<file path="src/dcache_defs.svh">
`ifndef DCACHE_DEFS_SVH
`define DCACHE_DEFS_SVH

// word and address width
`define DC_WORD_W 32

// two ways of 8 sets each
`define DC_SETS 8

// set index bits
`define DC_IDX_W 3

// tag is what is left above index, block offset and byte offset
`define DC_TAG_W 26

// byte offset inside a word
`define DC_BYTE_W 2

`endif
</file>
<file path="src/dcache_pkg.sv">
`include "dcache_defs.svh"

package dcache_pkg;

   typedef logic [`DC_WORD_W-1:0] word_t;

   // address fields with msb first
   typedef struct packed {
      logic [`DC_TAG_W-1:0]  tag;
      logic [`DC_IDX_W-1:0]  idx;
      logic                  blkoff;
      logic [`DC_BYTE_W-1:0] bytoff;
   } dc_addr_t;

   // one block of two words
   typedef struct packed {
      logic                 valid;
      logic                 dirty;
      logic [`DC_TAG_W-1:0] tag;
      word_t [1:0]          data;
   } cache_line_t;

   typedef struct packed {
      word_t addr;
      word_t wdata;
      logic  write;
   } cpu_req_t;

   // same layout as the cpu request for the memory side
   typedef struct packed {
      word_t addr;
      word_t wdata;
      logic  write;
   } mem_req_t;

   typedef struct packed {
      logic                 way;
      logic [`DC_IDX_W-1:0] idx;
      logic                 word;
   } flush_pos_t;

   typedef enum logic [2:0] {
      OP_NONE,
      OP_CPU_WRITE,
      OP_WB_FIRST,
      OP_WB_SECOND,
      OP_FILL_FIRST,
      OP_FILL_SECOND,
      OP_FLUSH
   } ways_op_t;

   typedef enum logic [2:0] {
      IDLE,
      WB_FIRST,
      WB_SECOND,
      FILL_FIRST,
      FILL_SECOND,
      FLUSH,
      DONE
   } dc_state_t;

endpackage

</file>
<file path="src/flush_counter.sv">
`timescale 1ns/1ps
`include "dcache_defs.svh"

module flush_counter (
   input  logic                   CLK,
   input  logic                   nRST,
   input  logic                   step,
   input  logic                   line_dirty,
   output dcache_pkg::flush_pos_t pos,
   output logic                   done
);
   import dcache_pkg::*;

   // {carry, way, idx} of the next line where carry out means all lines seen
   logic [`DC_IDX_W+1:0] line_next;
   logic                 next_line;

   assign line_next = {1'b0, pos.way, pos.idx} + 1'b1;

   // clean lines skip both words and dirty lines move on after word 1
   assign next_line = !line_dirty || pos.word;

   always_ff @(posedge CLK, negedge nRST)
   begin
      if (!nRST)
      begin
         pos  <= '0;
         done <= 1'b0;
      end
      else if (step && !done)
      begin
         if (next_line)
         begin
            pos.word <= 1'b0;
            pos.idx  <= line_next[`DC_IDX_W-1:0];
            pos.way  <= line_next[`DC_IDX_W];
            done     <= line_next[`DC_IDX_W+1];
         end
         else
         begin
            pos.word <= 1'b1;
         end
      end
   end

endmodule

</file>
<file path="config.mk">
export PLATFORM = sky130hd
export DESIGN_NAME = flush_counter
export DESIGN_NICKNAME = d
export VERILOG_FILES = /design/src/dcache_pkg.sv /design/src/flush_counter.sv
export VERILOG_INCLUDE_DIRS = /design/src /design/src/src
export SDC_FILE = /design/constraint.sdc
export NUM_CORES = 1
export LEC_CHECK = 0
export BUFFER_PORTS_ARGS = -buffer_cell sky130_fd_sc_hd__buf_2
export CORE_AREA = 2 2 39 41
export CTS_BUF_LIST = sky130_fd_sc_hd__clkbuf_8
export CTS_CLUSTER_DIAMETER = 150
export DETAILED_ROUTE_END_ITERATION = 8
export DIE_AREA = 0 0 41 43
export GPL_ROUTABILITY_DRIVEN = 0
export PLACE_DENSITY = 0.44
export SETUP_SLACK_MARGIN = 0.2
export SYNTH_ARGS = -nofsm -noshare
export SYNTH_HDL_FRONTEND = slang
export SYNTH_SLANG_ARGS = --single-unit
</file>
<file path="constraint.sdc">
create_clock -name CLK -period 1.7 [get_ports CLK]
set_input_delay 0.085 -clock CLK [delete_from_list [all_inputs] [get_ports CLK]]
set_output_delay 0.085 -clock CLK [all_outputs]
set_load 0.05 [all_outputs]
</file>
* Word level (Yosys, flattened, before mapping)
Index checks and enable logic that the tools add are counted.
Storage, ports and cells: register bits 6, input port bits 4, word-level logic and storage cells 11
Operators by class: add/subtract/negate cells 1, muxes and demuxes 1, reduce and logical (&&, ||, !) cells 5
Operator list (count):
- 4-bit by 1-bit adder with 5-bit output (second input constant) | 1
- 1-bit zero test | 2
- 2-bit AND reduction | 1
- 1-bit logical AND | 1
- 1-bit logical OR | 1
- 1-bit two-way mux | 1

* Depth between registers and ports, before layout
depth in word-level cells 3, depth in mapped cells 3

* Worst setup path before layout
Ideal clock, no wire load.
path type reg-to-reg, start point register pos[0] (netlist bit), end point register pos[2] (netlist bit), setup time 0.125 ns, arrival 1.212 ns, required time 1.575 ns, setup slack 0.363 ns, stages on the path, launching flop included 4, path buffers 0, clock period less this slack 1.337 ns, cell sequence dfrtp_1 -> nor2b_4 -> nor2_4 -> mux2_4
On the way: cells in the longest elaborated chain, start to end 2
RTL lines:
- start: declaration | RTL line flush_counter.sv:9 | output dcache_pkg::flush_pos_t pos,
- 1-bit logical OR | RTL line flush_counter.sv:21 | assign next_line = !line_dirty || pos.word;
- 2-bit AND reduction (no source line)
No other way between the ends. A chain may end at the register's enable or synchronous reset.

* Worst setup path after layout
start point register done, end point register pos[2] (netlist bit)
On the way: cells in the longest elaborated chain, start to end 3
RTL lines:
- start: declaration | RTL line flush_counter.sv:10 | output logic done
- start signal: assignment | RTL line flush_counter.sv:37 | done <= line_next[`DC_IDX_W+1];
- 1-bit zero test | RTL line flush_counter.sv:30 | else if (step && !done)
- 1-bit logical AND | RTL line flush_counter.sv:30
- 2-bit AND reduction (no source line)
No other way between the ends.

==> impl_results.md <==
- Status: complete, no violations
- Number of global-route vias before repair: 186
- Top cells by area, synth: dfrtp_1, xor2_1, mux2_4, nand2b_4, nor2b_4
- FMAX: 910 MHz
- Clock root buffer: clkbuf_8
- Slew Limit Fails: 0
- CP required: 1800 ps
- Largest area contributor in the netlist: dfrtp_1
- Worst Path Buf+Inv: 0
- Yosys cell types: 12
- Synth top area share: 51.5%
- Syn Nets: 24
- Worst EP arrival: 1200 ps
- Worst min-delay path class: in2async
- Synth Warn #: 0
- Rel. slew slack: 83.1%
- Largest stage delay, worst path: 380 ps
- 1st-iter DRT viols: 2
- DR WL/cell: 10.2 µm
- Buffers added on ports: 9
- Core footprint: 0.00138 mm²
- Std-Cell Rows: 14
- Gr usage total: 7.88%
- Congestion Overflow GR: 0
- Setup Crit Path Kind: reg2reg
- 1st-pass router iterations: 2
- Nets: 39
- Mean Syn Cell Area: 15.3 µm²
- ANT nets after route: 0
- Post-synth EDFFs: 0
- Clk buf depth: 2
- Setup TNS: 0 ps
- Slew @ Worst Pin: 255 ps
- Die height: 43 µm
- Skew-Pair Late Insertion Delay: 220 ps
- Most common flop cell mapped by yosys: dfrtp_1
- Sequential cell area fraction in the yosys report: 51.5%
- Synth Register Bits: 6
- Share of cells above drive strength 1: 59.4%
- P&R area growth vs syn: 39.9%
- Launching point of the worst reg2reg path: done
- Post-CTS setup buffers: 0
- Vias: 192
- Most numerous cell in the Yosys netlist: dfrtp_1
- Non-filler instance count after layout: 48
- Initial antenna violation count: 0
- Die span in x: 41 µm
- Post-Place Cells: 44
- Final hold vios: 0
- Most common library cells after synthesis: dfrtp_1, xor2_1
- H-tree lvl count: 1
- Cells after Synth: 19
- Clk sinks: 6
- Crit path max-delay family: flip-flops
- RSZ-0062 raised after global routing: false
- Layout Skew: 4.18 ps
- Critical path launch point type: register
- Final Setup Violations: 0
- Crit-path cells: nand2b_4, nor2_4, mux2_4
- Post_cts resized: 0
- Num ports: 10
- Min cycle time layout: 1100 ps
- Die ar.: 0.00176 mm²
- Routed WL: 489 µm
- Crit end category: register
- CTS tree: done
- Post-Syn Area: 292 µm²
- Starting Density: 21.1%
- First-pass GRT wire length: 814 µm
- CP startpoint: done
- CTS Buf Count: 3
- Critical Path Slowest Stage Cell: dfrtp_1
- Post-synth ARST share: 100%
- Largest net degree at the start of global routing: 7
- Antenna fix cells: 0
- CTS clk-pin slew, worst paths: 40 ps
- DRC violations left: 0
- Final period util: 64.7%
- MaxCap Viol Count: 0
- Crit Path Max Fanout: 4
- Via density: 4.00
==> cell usage in the layout (no fill, tap or decap), drive strengths merged <==
cell and n:
nor3b 1, nor3 1, a41o 1, nor2b 1
buf 9, nand2b 1, ha 1, nor2 1
clkbuf 3, xor2 3, nand3 1, mux2 2
dlygate4sd3 1, dfrtp 6
==> worst paths after layout <==
kind / slack [ps] / endpoint / cells past startpoint
setup / recovery: 600 / pos[2] / 3
hold / removal: 210 / pos[1] / 2
setup reg to reg: 600 / pos[2] / 3
hold reg to reg: 480 / done / 1
max in group asynchronous: 1340 / pos[3] / 2
min in group CLK: 260 / pos[0] / 3
==> area by class of cell <==
type                    instances  area, µm²
clock buffers                   3       41.3
fillers                       148        976
multi-input cells              13        141
flip-flops and latches          6        150
well taps                      16       20.0
repair buffers                 10       55.1
==> state kept, by name, summed over array words and instances, names as in the netlist <==
name,flops
pos,5
done,1
==> timing repair <==
item,in CTS,in global routing
endpoints found under the setup margin,0,0
hold buffers,1,0
endpoints found under the hold margin,6,0
==> routing by layer <==
layer	wire (µm)	track usage (%)
met2	185	7.50
met3	60	9.42
met5	0	0
met4	0	4.00
met1	243	9.84
==> kinds of logic (layout without fill, tap and decap cells) <==
logic type | Yosys count | after routing | share of synthesized area (%)
fa+ha+maj | 1 | 1 | 4.29
compound gates | 1 | 1 | 3.43
flops | 6 | 6 | 51.5
mux | 2 | 2 | 9.01
simple gates | 6 | 6 | 22.7
buf+inv | 0 | 13 | 0
xor+xnor | 3 | 3 | 9.01
==> per-stage QoR <==
step	cell area, µm²	hold slack [ps]	setup WS (ps)	utilization [%]
finish	408	211	601	29.5
global route	408	239	554	29.5
CTS	408	208	584	29.5
detailed placement	357	-83.9	585	25.8
global placement	357	-84.6	609	25.8
floorplan	292	-211	363	-
Power is not shown: default switching activity piles up to over one toggle a cycle in this logic, so the estimate is an artifact.
