[config.mk]
export PLATFORM = sky130hd
export DESIGN_NAME = dcache_fsm
export DESIGN_NICKNAME = d
export VERILOG_FILES = /design/src/dcache_pkg.sv /design/src/dcache_fsm.sv
export VERILOG_INCLUDE_DIRS = /design/src /design/src/src
export SDC_FILE = /design/constraint.sdc
export NUM_CORES = 1
export LEC_CHECK = 0
export BUFFER_PORTS_ARGS = -buffer_cell sky130_fd_sc_hd__clkbuf_2
export CORE_AREA = 5 5 42 44
export DETAILED_ROUTE_END_ITERATION = 10
export DIE_AREA = 0 0 47 49
export PLACE_DENSITY_LB_ADDON = 0.2
export SKIP_CTS_REPAIR_TIMING = 1
export SYNTH_ARGS = -nofsm -noshare
export SYNTH_HDL_FRONTEND = slang
export SYNTH_SLANG_ARGS = --single-unit
[constraint.sdc]
create_clock -name CLK -period 1.3 [get_ports CLK]
set_clock_uncertainty 0.1 [all_clocks]
set_input_delay 0 -clock CLK [delete_from_list [all_inputs] [get_ports CLK]]
set_output_delay 0 -clock CLK [all_outputs]
set_load 0.02 [all_outputs]
[src/dcache_defs.svh]
`ifndef DCACHE_DEFS_SVH
`define DCACHE_DEFS_SVH

// word and address width
`define DC_WORD_W 32

// two ways of 8 sets each
`define DC_SETS 8

// set index bits
`define DC_IDX_W 3

// tag is what is left above index, block offset and byte offset
`define DC_TAG_W 26

// byte offset inside a word
`define DC_BYTE_W 2

`endif
[src/dcache_pkg.sv]
`include "dcache_defs.svh"

package dcache_pkg;

   typedef logic [`DC_WORD_W-1:0] word_t;

   // address fields with msb first
   typedef struct packed {
      logic [`DC_TAG_W-1:0]  tag;
      logic [`DC_IDX_W-1:0]  idx;
      logic                  blkoff;
      logic [`DC_BYTE_W-1:0] bytoff;
   } dc_addr_t;

   // one block of two words
   typedef struct packed {
      logic                 valid;
      logic                 dirty;
      logic [`DC_TAG_W-1:0] tag;
      word_t [1:0]          data;
   } cache_line_t;

   typedef struct packed {
      word_t addr;
      word_t wdata;
      logic  write;
   } cpu_req_t;

   // same layout as the cpu request for the memory side
   typedef struct packed {
      word_t addr;
      word_t wdata;
      logic  write;
   } mem_req_t;

   typedef struct packed {
      logic                 way;
      logic [`DC_IDX_W-1:0] idx;
      logic                 word;
   } flush_pos_t;

   typedef enum logic [2:0] {
      OP_NONE,
      OP_CPU_WRITE,
      OP_WB_FIRST,
      OP_WB_SECOND,
      OP_FILL_FIRST,
      OP_FILL_SECOND,
      OP_FLUSH
   } ways_op_t;

   typedef enum logic [2:0] {
      IDLE,
      WB_FIRST,
      WB_SECOND,
      FILL_FIRST,
      FILL_SECOND,
      FLUSH,
      DONE
   } dc_state_t;

endpackage

[src/dcache_fsm.sv]
`timescale 1ns/1ps

module dcache_fsm (
   input  logic                 CLK,
   input  logic                 nRST,
   input  logic                 req_valid,
   input  logic                 req_write,
   input  logic                 halt,
   input  logic                 hit,
   input  logic                 victim_dirty,
   input  logic                 flush_dirty,
   input  logic                 flush_done,
   input  logic                 mem_ready,
   output logic                 req_ready,
   output logic                 mem_valid,
   output dcache_pkg::ways_op_t ways_op,
   output logic                 flush_step,
   output logic                 flushed
);
   import dcache_pkg::*;

   dc_state_t state;
   dc_state_t next_state;

   always_ff @(posedge CLK, negedge nRST)
   begin
      if (!nRST)
      begin
         state <= IDLE;
      end
      else
      begin
         state <= next_state;
      end
   end

   always_comb
   begin
      next_state = state;
      req_ready  = 1'b0;
      mem_valid  = 1'b0;
      ways_op    = OP_NONE;
      flush_step = 1'b0;

      case (state)
         IDLE:
         begin
            // halt wins over anything the core asks for
            if (halt)
            begin
               next_state = FLUSH;
            end
            else if (hit)
            begin
               req_ready = 1'b1;
               if (req_valid && req_write)
               begin
                  ways_op = OP_CPU_WRITE;
               end
            end
            else if (req_valid)
            begin
               next_state = victim_dirty ? WB_FIRST : FILL_FIRST;
            end
         end

         WB_FIRST:
         begin
            mem_valid = 1'b1;
            ways_op   = OP_WB_FIRST;
            if (mem_ready)
            begin
               next_state = WB_SECOND;
            end
         end

         WB_SECOND:
         begin
            mem_valid = 1'b1;
            ways_op   = OP_WB_SECOND;
            if (mem_ready)
            begin
               next_state = FILL_FIRST;
            end
         end

         FILL_FIRST:
         begin
            mem_valid = 1'b1;
            ways_op   = OP_FILL_FIRST;
            if (mem_ready)
            begin
               next_state = FILL_SECOND;
            end
         end

         FILL_SECOND:
         begin
            mem_valid = 1'b1;
            ways_op   = OP_FILL_SECOND;
            // core sees its data together with the last fill word
            req_ready = mem_ready;
            if (mem_ready)
            begin
               next_state = IDLE;
            end
         end

         FLUSH:
         begin
            if (flush_done)
            begin
               next_state = DONE;
            end
            else
            begin
               ways_op   = OP_FLUSH;
               mem_valid = flush_dirty;
               // clean lines are skipped in a single cycle
               flush_step = flush_dirty ? mem_ready : 1'b1;
            end
         end

         DONE:
         begin
            // parked until reset
            next_state = DONE;
         end

         default:
         begin
            next_state = IDLE;
         end
      endcase
   end

   assign flushed = (state == DONE);

endmodule

# Word level (Yosys, flattened, before mapping)
# Index checks and enable logic that the tools add are counted.
dict set report classes {
  eq_ne 13
  mux 23
  reduce_logical 4
}
# op n
set op_table {}
lappend op_table {{$mux W3} 9}
lappend op_table {{$pmux W3 S7} 1}
lappend op_table {{$pmux W3 S6} 1}
lappend op_table {{$ne A2 B2 Y1 const B} 5}
lappend op_table {{$eq A3 B3 Y1 const B} 3}
lappend op_table {{$mux W1} 9}
lappend op_table {{$reduce_and A7 Y1} 1}
lappend op_table {{$eq A3 B2 Y1 const B} 2}
lappend op_table {{$ne A3 B3 Y1 const B} 2}
lappend op_table {{$pmux W1 S2} 2}
lappend op_table {{$reduce_or A4 Y1} 1}
lappend op_table {{$eq A3 B1 Y1 const B} 1}
lappend op_table {{$logic_not A3 Y1} 1}
lappend op_table {{$mux W2} 1}
lappend op_table {{$logic_and A1 B1 Y1} 1}
dict set report totals {
  ff_bits 3
  elab_cells 41
}

# Longest topological paths before layout
# Gate-level depths: netlist (run 1).
dict set report logic_depth {
  ltp_word 5
  ltp_mapped 4
  ltp_nobuf 3
}

# Worst setup path before layout (run 1)
# OpenSTA, ideal clock, no wires.
dict set report synth_timing {
  path_kind {register to output}
  from {register state[2]}
  to {output ways_op[0]}
  arrival_time_ps 1191
  path_slack_ps 9
  path_stages_with_launch 4
  path_buffers 2
  path_cell_list {dfrtp_1 > buf_6 > buf_6 > a211oi_1}
}
dict set report synth_via {
  elab_chain_cells 2
  word_cells_on_any_way 7
  classes_between {eq/ne (5); mux (1); reduce/logical (1)}
}
# element line
set synth_lines {}
lappend synth_lines {{start: declaration} dcache_fsm.sv:22} ;# dc_state_t state;
lappend synth_lines {{start signal: assignment} dcache_fsm.sv:33} ;# state <= next_state;
lappend synth_lines {{$eq A3 B3 Y1, or another cell as far along} dcache_fsm.sv:45} ;# case (state)
lappend synth_lines {{$pmux W3 S6 (*)} dcache_fsm.sv:45}
lappend synth_lines {{end: declaration} dcache_fsm.sv:16} ;# output dcache_pkg::ways_op_t ways_op,
# Mark *: on every way between the ends. The rest lies on a longest branch, timed or not.

# Final worst setup path (run 1)
dict set report layout_timing {
  from {register state[1]}
  to {output ways_op[0]}
}
# Same word-level chain as after synthesis.

==> results of run 1 <==
-- area by class of cell --
class,instances,area (um2)
clock buffers,4,26.3
fillers,161,744
inverters,1,3.75
multi-input cells,35,298
flip-flops and latches,3,78.8
well taps,16,20.0
repair buffers,29,230
-- power groups by stage --
stage | clock network, uW | registers (uW) | logic, uW
6_report | 168 | 253 | 1320
5_1_grt | 178 | 260 | 1420
4_1_cts | 173 | 253 | 889
3_5_place_dp | 0 | 254 | 887
3_3_place_gp | 0 | 254 | 888
2_1_floorplan | 0 | 180 | 722
-- per-stage QoR --
step / setup TNS [ps] / hold slack [ps]
6_report: -383 / -5.79
5_1_grt: -860 / 21.4
4_1_cts: -1210 / -555
3_5_place_dp: -28.4 / -303
3_3_place_gp: 0 / -300
2_1_floorplan: 0 / -396
-- routing by layer --
layer,track usage (%),part of all wire [%],vias to the layer above
met5,0,0,-
met4,6.91,1.7,0
met3,2.21,4.5,2
met2,14.5,52,12
met1,11.9,42,197
li1,-,-,219
-- kinds of logic after synthesis --
group | after synthesis
AO/OA/AOI/OAI | 17
flip-flops | 3
AND/OR/NAND/NOR | 18
buffers and inverters | 5
-- cells in the mapped netlist, drive strengths merged (2+ instances only) --
library cell  instances
nand2                 4
nor2b                 2
a21oi                 4
nand2b                3
a21o                  2
buf                   4
nor3                  2
nor2                  2
dfrtp                 3
and3b                 2
-- critical path: cells and delay by family (launching register included) --
| family | cells | cell delay, ps |
|---|---|---|
| buffers and inverters | 2 | 310 |
| flip-flops | 1 | 450 |
| AO/OA/AOI/OAI | 2 | 280 |
-- worst max-delay path by stage --
stage	from	endpoint	slack, ps	cells past startpoint
2_1_floorplan	state[2]$_DFFE_PN0P_	ways_op[0]	9	3
3_3_place_gp	state[0]$_DFFE_PN0P_	state[1]$_DFFE_PN0P_	8	3
3_5_place_dp	state[0]$_DFFE_PN0P_	state[1]$_DFFE_PN0P_	-20	3
4_1_cts	state[0]$_DFFE_PN0P_	flush_step	-260	4
5_1_grt	state[1]$_DFFE_PN0P_	ways_op[0]	-150	4
6_report	state[1]$_DFFE_PN0P_	ways_op[0]	-80	4
==> results.py, run 1 <==
metrics = {
    "status": {
        "status": "finished with violations",
        "violations": "negative hold slack, negative setup slack",
    },
    "routing": {
        "route.detailed.drc": 0,
        "via_per_inst": 4.89,
        "vias": 430,
        "finalWirelength_mm": 1.12,
        "wl_per_cell_um": 12.7,
        "drt_iter0_markers": 3,
        "drtAntennaViolNets": 0,
        "firstDrtPassIters": 4,
    },
    "power_and_ir_drop": {
        "p_leak_uw": 0.000304,
        "comb_power_share_pct": 75.8,
        "p_clk_share_pct": 9.7,
        "peakVddDrop_mv": 1.03,
        "internal_power_uw": 989,
        "p_sw_share_pct": 43.2,
        "power_density_nw_per_um2": 2650,
        "finalPower_uw": 1740,
        "switching_power_uw": 753,
        "seq_power_share_pct": 14.5,
    },
    "synthesis": {
        "synth_compound_area_share_pct": 35.3,
        "yosys_register_bits": 3,
        "yosysWarnings": 0,
        "synth_nets": 53,
        "synthMuxAreaShare_pct": 0,
        "synth_top_family_by_area": "compound AO/OA/AOI/OAI gates",
        "async_reset_ff_share_pct": 100,
        "synth_ff_type": "dfrtp_1",
        "synth_cell_types": 30,
        "synth-simple-area-share_pct": 32.5,
        "synth-adder-area-share_pct": 0,
        "synth_area_um2": 365,
        "yosysSeqAreaShare_pct": 20.5,
        "synth_area_leader_cell": "dfrtp_1",
        "synth_top_area_share_pct": 20.5,
        "synth_cells": 43,
        "synth-xor-area-share_pct": 0,
        "synth_area_leaders": "dfrtp_1, buf_6, a21oi_1",
        "syn_avg_cell_area_um2": 8.50,
        "synth-edff-count": 0,
    },
    "cells_and_area": {
        "reg.largest.list": "state (3)",
        "final_core_util_pct": 46.9,
        "drive_above_1_share_pct": 66.7,
        "final_cell_mix": "buf_4, clkbuf_2, buf_6, nand2_1",
        "layout.nets": 83,
        "largest-register": "state",
        "final_cell_area_um2": 657,
        "diodes": 0,
        "final_common_cell": "buf_4",
        "final_cell_count_no_fill": 88,
        "largest_reg_flops": 3,
        "syn_to_final_growth_pct": 79.8,
    },
    "critical_path": {
        "endpoint_kind": "output port",
        "cp_slowest_stage_delay_ps": 450,
        "required_ps": 1200,
        "reg2reg_depth": 3,
        "reg2reg_to": "state[1]$_DFFE_PN0P_",
        "path_cells": "buf_12 -> a311oi_2 -> a211oi_1 -> buf_2",
        "reg2reg_from": "state[0]$_DFFE_PN0P_",
        "reg2reg_slack_ps": 0,
        "crit_type": "flip-flop to output port",
        "critPathSlowestCell": "dfrtp_2",
        "cp_max_fo": 7,
        "crit_path_start_kind": "flip-flop",
        "arrival_ps": 1280,
    },
    "floorplan": {
        "initial_core_util_pct": 26.1,
        "die_x_um": 47,
        "dieArea_um2": 2300,
        "coreArea_um2": 1400,
        "row_count": 14,
        "fp.dieH_um": 49,
        "io_pins": 17,
    },
    "grt": {
        "grtUsageTotal_pct": 9.81,
        "antenna_found_initial": 0,
        "grt_start_max_net_pins": 12,
        "grt-ovfl-total": 0,
        "grt_pass1_wl_mm": 1.61,
        "grt_pass1_vias": 411,
    },
    "clock_tree": {
        "clock_path_buffers": 2,
        "cts_tree": "built",
        "cts_sinks": 3,
        "numCtsBuffers": 3,
        "root_buffer": "clkbuf_4",
        "htreeDepth": 1,
        "clkSlewWorstSetupHoldPaths_ps": 40,
        "worstSkewPairLatency_ps": 240,
    },
    "sta": {
        "slew_headroom_pct": 83.0,
        "fin_crit_sh_pct": 106,
        "whs_ps": -5.79,
        "rsz0062_at_grt": "yes",
        "hold_viol_final": 3,
        "worst_slack_ps": -81.2,
        "slew_violations": 0,
        "setup_viol": 7,
        "max_freq_ghz": 0.724,
        "worst_slew_pin_slew_ps": 253,
        "finalCriticalPeriod_ps": 1380,
    },
    "flow_run": {
        "maxCapViolCount": 0,
    },
    "placement": {
        "hpwl_um": 768,
        "gp_congestion": 0.726,
        "dp_slack_ps": -18.4,
        "post-place-cells": 77,
        "portBuffers": 16,
        "placed_area_um2": 472,
    },
    "min_path": {
        "hp-class": "primary input to async pin",
    },
}
Note: power is estimated with default switching activity, not from simulation.
==> run 2: changes to the inputs <==
GPL_TIMING_DRIVEN = 0   (was unset)
==> results.py, run 2 (same netlist as run 1, synthesis figures left out) <==
metrics = {
    "critical_path": {
        "endpoint_kind": "output port",
        "cp_max_fo": 5,
        "arrival_ps": 1290,
        "crit_path_start_kind": "flip-flop",
        "reg2reg_from": "state[1]$_DFFE_PN0P_",
        "reg2reg_depth": 4,
        "required_ps": 1200,
        "crit_type": "flip-flop to output port",
        "reg2reg_to": "state[0]$_DFFE_PN0P_",
        "reg2reg_slack_ps": 50,
    },
    "cells_and_area": {
        "multi_input_area_um2": 278,
        "final_cell_count_no_fill": 82,
        "largest-register": "state",
        "final_common_cell": "clkbuf_2",
        "final_cell_mix": "clkbuf_2, buf_4, buf_6, nand2_1, clkbuf_4",
        "reg.largest.list": "state (3)",
        "final_core_util_pct": 41.6,
        "regArea_um2": 77.6,
        "layout.nets": 77,
        "drive_above_1_share_pct": 57.6,
        "fillCellCount": 161,
        "diodes": 0,
        "largest_reg_flops": 3,
        "syn_to_final_growth_pct": 59.6,
    },
    "sta": {
        "fin_crit_sh_pct": 107,
        "max_freq_ghz": 0.717,
        "rsz0062_at_grt": "yes",
        "slew_violations": 0,
        "hold_viol_final": 4,
        "setup_viol": 6,
        "worst_slack_ps": -94.5,
        "worst_slew_pin_slew_ps": 242,
        "slew_headroom_pct": 83.7,
        "finalCriticalPeriod_ps": 1390,
        "whs_ps": -12.1,
    },
    "floorplan": {
        "dieArea_um2": 2300,
        "coreArea_um2": 1400,
        "row_count": 14,
        "io_pins": 17,
        "initial_core_util_pct": 26.1,
        "die_x_um": 47,
        "fp.dieH_um": 49,
    },
    "clock_tree": {
        "clock_path_buffers": 2,
        "numCtsBuffers": 3,
        "htreeDepth": 1,
        "cts_sinks": 3,
        "root_buffer": "clkbuf_4",
        "clkSlewWorstSetupHoldPaths_ps": 40,
        "worstSkewPairLatency_ps": 240,
        "cts_tree": "built",
    },
    "power_and_ir_drop": {
        "power_density_nw_per_um2": 2690,
        "peakVddDrop_mv": 0.900,
        "finalPower_uw": 1570,
        "p_leak_uw": 0.000274,
    },
    "grt": {
        "grtUsageTotal_pct": 10.3,
        "grt_start_max_net_pins": 11,
        "grt-ovfl-total": 0,
        "antenna_found_initial": 0,
        "grt_pass1_wl_mm": 1.73,
        "grt_pass1_vias": 419,
    },
    "placement": {
        "gp_congestion": 0.673,
        "hpwl_um": 757,
        "portBuffers": 16,
        "post-place-cells": 75,
    },
    "routing": {
        "finalWirelength_mm": 1.05,
        "vias": 411,
        "route.detailed.drc": 0,
        "firstDrtPassIters": 2,
        "drtAntennaViolNets": 0,
        "wl_per_cell_um": 12.7,
        "drt_iter0_markers": 5,
        "via_per_inst": 5.01,
    },
    "status": {
        "violations": "negative hold slack, negative setup slack",
        "status": "finished with violations",
    },
    "min_path": {
        "hp-class": "primary input to async pin",
    },
    "flow_run": {
        "maxCapViolCount": 0,
    },
}
## run 2: metal layers
metal	routed length, um	track usage (%)	vias to the layer above
met5	0	0	-
met4	0	4.15	0
met3	55	4.43	0
met2	479	13.8	12
met1	510	14.0	189
li1	-	-	210
## run 2: area by class of cell
type,instances,share of cell area (%)
plain buffers,4,9.01
repair buffers,19,21.5
flip-flops and latches,3,13.3
clock buffers,4,4.51
multi-input cells,35,47.6
well taps,16,3.43
inverters,1,0.644
## run 2: report_power, final
part | switching (uW) | internal [uW]
clock network | 61.4 | 116
logic | 579 | 597
registers | 66.0 | 147
total | 707 | 859
## run 2: worst max-delay path by stage
stage | to | startpoint | slack, ps
3_5_place_dp | state[1]$_DFFE_PN0P_ | state[0]$_DFFE_PN0P_ | 70
4_1_cts | mem_valid | state[1]$_DFFE_PN0P_ | -150
5_1_grt | ways_op[2] | state[0]$_DFFE_PN0P_ | -140
3_3_place_gp | state[1]$_DFFE_PN0P_ | state[0]$_DFFE_PN0P_ | 50
2_1_floorplan | ways_op[0] | state[2]$_DFFE_PN0P_ | 9
6_report | mem_valid | state[1]$_DFFE_PN0P_ | -90
## run 2: metrics by stage
step                worst slack (ps)  hold slack [ps]  area, um2  setup TNS, ps
global route                    -144             3.89        583           -793
global placement                47.3             -302        465              0
CTS                             -154             -557        492           -723
finish                         -94.5            -12.1        583           -361
detailed placement              67.0             -296        465              0
floorplan                       9.04             -396        365              0
## run 2: critical path: stages (launching register included)
cell	delay, ps
dfrtp_2	450
buf_4	150
nor3_2	250
a21oi_2	50
buf_4	160
==> run 3: changes to the inputs <==
clock period = 1.8 ns   (was 1.3 ns; I/O delays follow)
==> results.py, run 3 (same netlist as run 1, synthesis figures left out) <==
metrics = {
    "routing": {
        "drt_iter0_markers": 5,
        "wl_per_cell_um": 12.5,
        "finalWirelength_um": 998,
        "vias": 405,
        "via_per_inst": 5.06,
        "firstDrtPassIters": 5,
        "route.detailed.drc": 0,
        "drtAntennaViolNets": 0,
    },
    "cells_and_area": {
        "final_cell_count_no_fill": 80,
        "layout.nets": 75,
        "final_cell_mix": "clkbuf_2, nand2_1, a21oi_1",
        "reg.largest.list": "state (3)",
        "drive_above_1_share_pct": 45.3,
        "largest_reg_flops": 3,
        "fillCellCount": 173,
        "final_common_cell": "clkbuf_2",
        "largest-register": "state",
        "diodes": 0,
        "syn_to_final_growth_pct": 37.3,
    },
    "placement": {
        "gp_congestion": 0.673,
        "dp_slack_ps": 567,
        "portBuffers": 16,
        "post-place-cells": 75,
        "hpwl_um": 757,
    },
    "power_and_ir_drop": {
        "peakVddDrop_mv": 0.480,
        "p_leak_uw": 0.000249,
        "power_density_nw_per_um2": 1870,
    },
    "critical_path": {
        "arrival_ps": 1340,
        "crit_type": "flip-flop to output port",
        "endpoint_kind": "output port",
        "required_ps": 1700,
        "cp_max_fo": 10,
        "crit_path_start_kind": "flip-flop",
    },
    "sta": {
        "slew_violations": 0,
        "slew_headroom_pct": 84.1,
        "hold_viol_final": 4,
        "fin_crit_sh_pct": 80.0,
        "tns_ps": 0,
        "whs_ps": -5.94,
        "rsz0062_at_grt": "no",
        "setup_viol": 0,
        "worst_slack_ps": 360,
        "max_freq_ghz": 0.695,
        "worst_slew_pin_slew_ps": 237,
        "finalCriticalPeriod_ps": 1440,
    },
    "floorplan": {
        "coreArea_um2": 1400,
        "dieArea_um2": 2300,
        "initial_core_util_pct": 26.1,
        "fp.dieH_um": 49,
        "io_pins": 17,
        "row_count": 14,
        "die_x_um": 47,
    },
    "status": {
        "violations": "negative hold slack",
        "status": "finished with violations",
    },
    "clock_tree": {
        "clock_path_buffers": 2,
        "htreeDepth": 1,
        "cts_tree": "built",
        "root_buffer": "clkbuf_4",
        "clkSlewWorstSetupHoldPaths_ps": 40,
        "numCtsBuffers": 3,
        "cts_sinks": 3,
        "worstSkewPairLatency_ps": 240,
    },
    "grt": {
        "grt-ovfl-total": 0,
        "antenna_found_initial": 0,
        "grt_start_max_net_pins": 11,
        "grt_pass1_wl_mm": 1.73,
        "grt_pass1_vias": 419,
        "grtUsageTotal_pct": 10.3,
    },
    "flow_run": {
        "maxCapViolCount": 0,
    },
    "min_path": {
        "hp-class": "primary input to async pin",
    },
}
run 3: power by group:
group          internal, uW  leakage, uW  total, uW  switching, uW
clock network          83.5    0.0000150        124           40.9
logic                   298     0.000197        675            377
registers               102    0.0000365        140           38.2
run 3: worst paths after layout:
kind / cells past startpoint / slack [ps] / to / from
setup / recovery: 4 / 360 / mem_valid / state[1]$_DFFE_PN0P_
hold / removal: 2 / -6 / state[1]$_DFFE_PN0P_ / nRST
setup reg to reg: 3 / 560 / state[1]$_DFFE_PN0P_ / state[0]$_DFFE_PN0P_
hold reg to reg: 3 / 600 / state[0]$_DFFE_PN0P_ / state[1]$_DFFE_PN0P_
max in group asynchronous: 2 / 1490 / state[0]$_DFFE_PN0P_ / nRST
min in group CLK: 3 / 0 / state[0]$_DFFE_PN0P_ / halt
run 3: layer usage:
metal	share of wire [%]	GRT usage [%]	wire length (um)
met2	47	13.8	468
met3	6.6	4.43	66
met4	0	4.15	0
met5	0	0	0
met1	46	14.0	463
run 3: critical path, stage by stage, from the launching register on:
cell and delay [ps]:
dfrtp_1 420, buf_2 200, a21o_1 160, a21oi_1 130, clkbuf_2 180
run 3: final cells by class:
type | count | area, um2 | area share (%)
Buffer | 4 | 38.8 | 7.73
Clock buffer | 4 | 26.3 | 5.24
Tap cell | 16 | 20.0 | 3.99
Timing Repair Buffer | 17 | 90.1 | 18.0
Inverter | 1 | 3.75 | 0.748
Multi-Input combinational cell | 35 | 248 | 49.4
Sequential cell | 3 | 75.1 | 15.0
run 3: through the flow:
stage / power, uW / utilization, % / instance area [um2]
after floorplan: 652 / - / 365
after detailed placement: 818 / 33.2 / 465
after global placement: 825 / 33.2 / 465
after CTS: 951 / 35.1 / 492
final: 940 / 35.8 / 502
after global routing: 1030 / 35.8 / 502
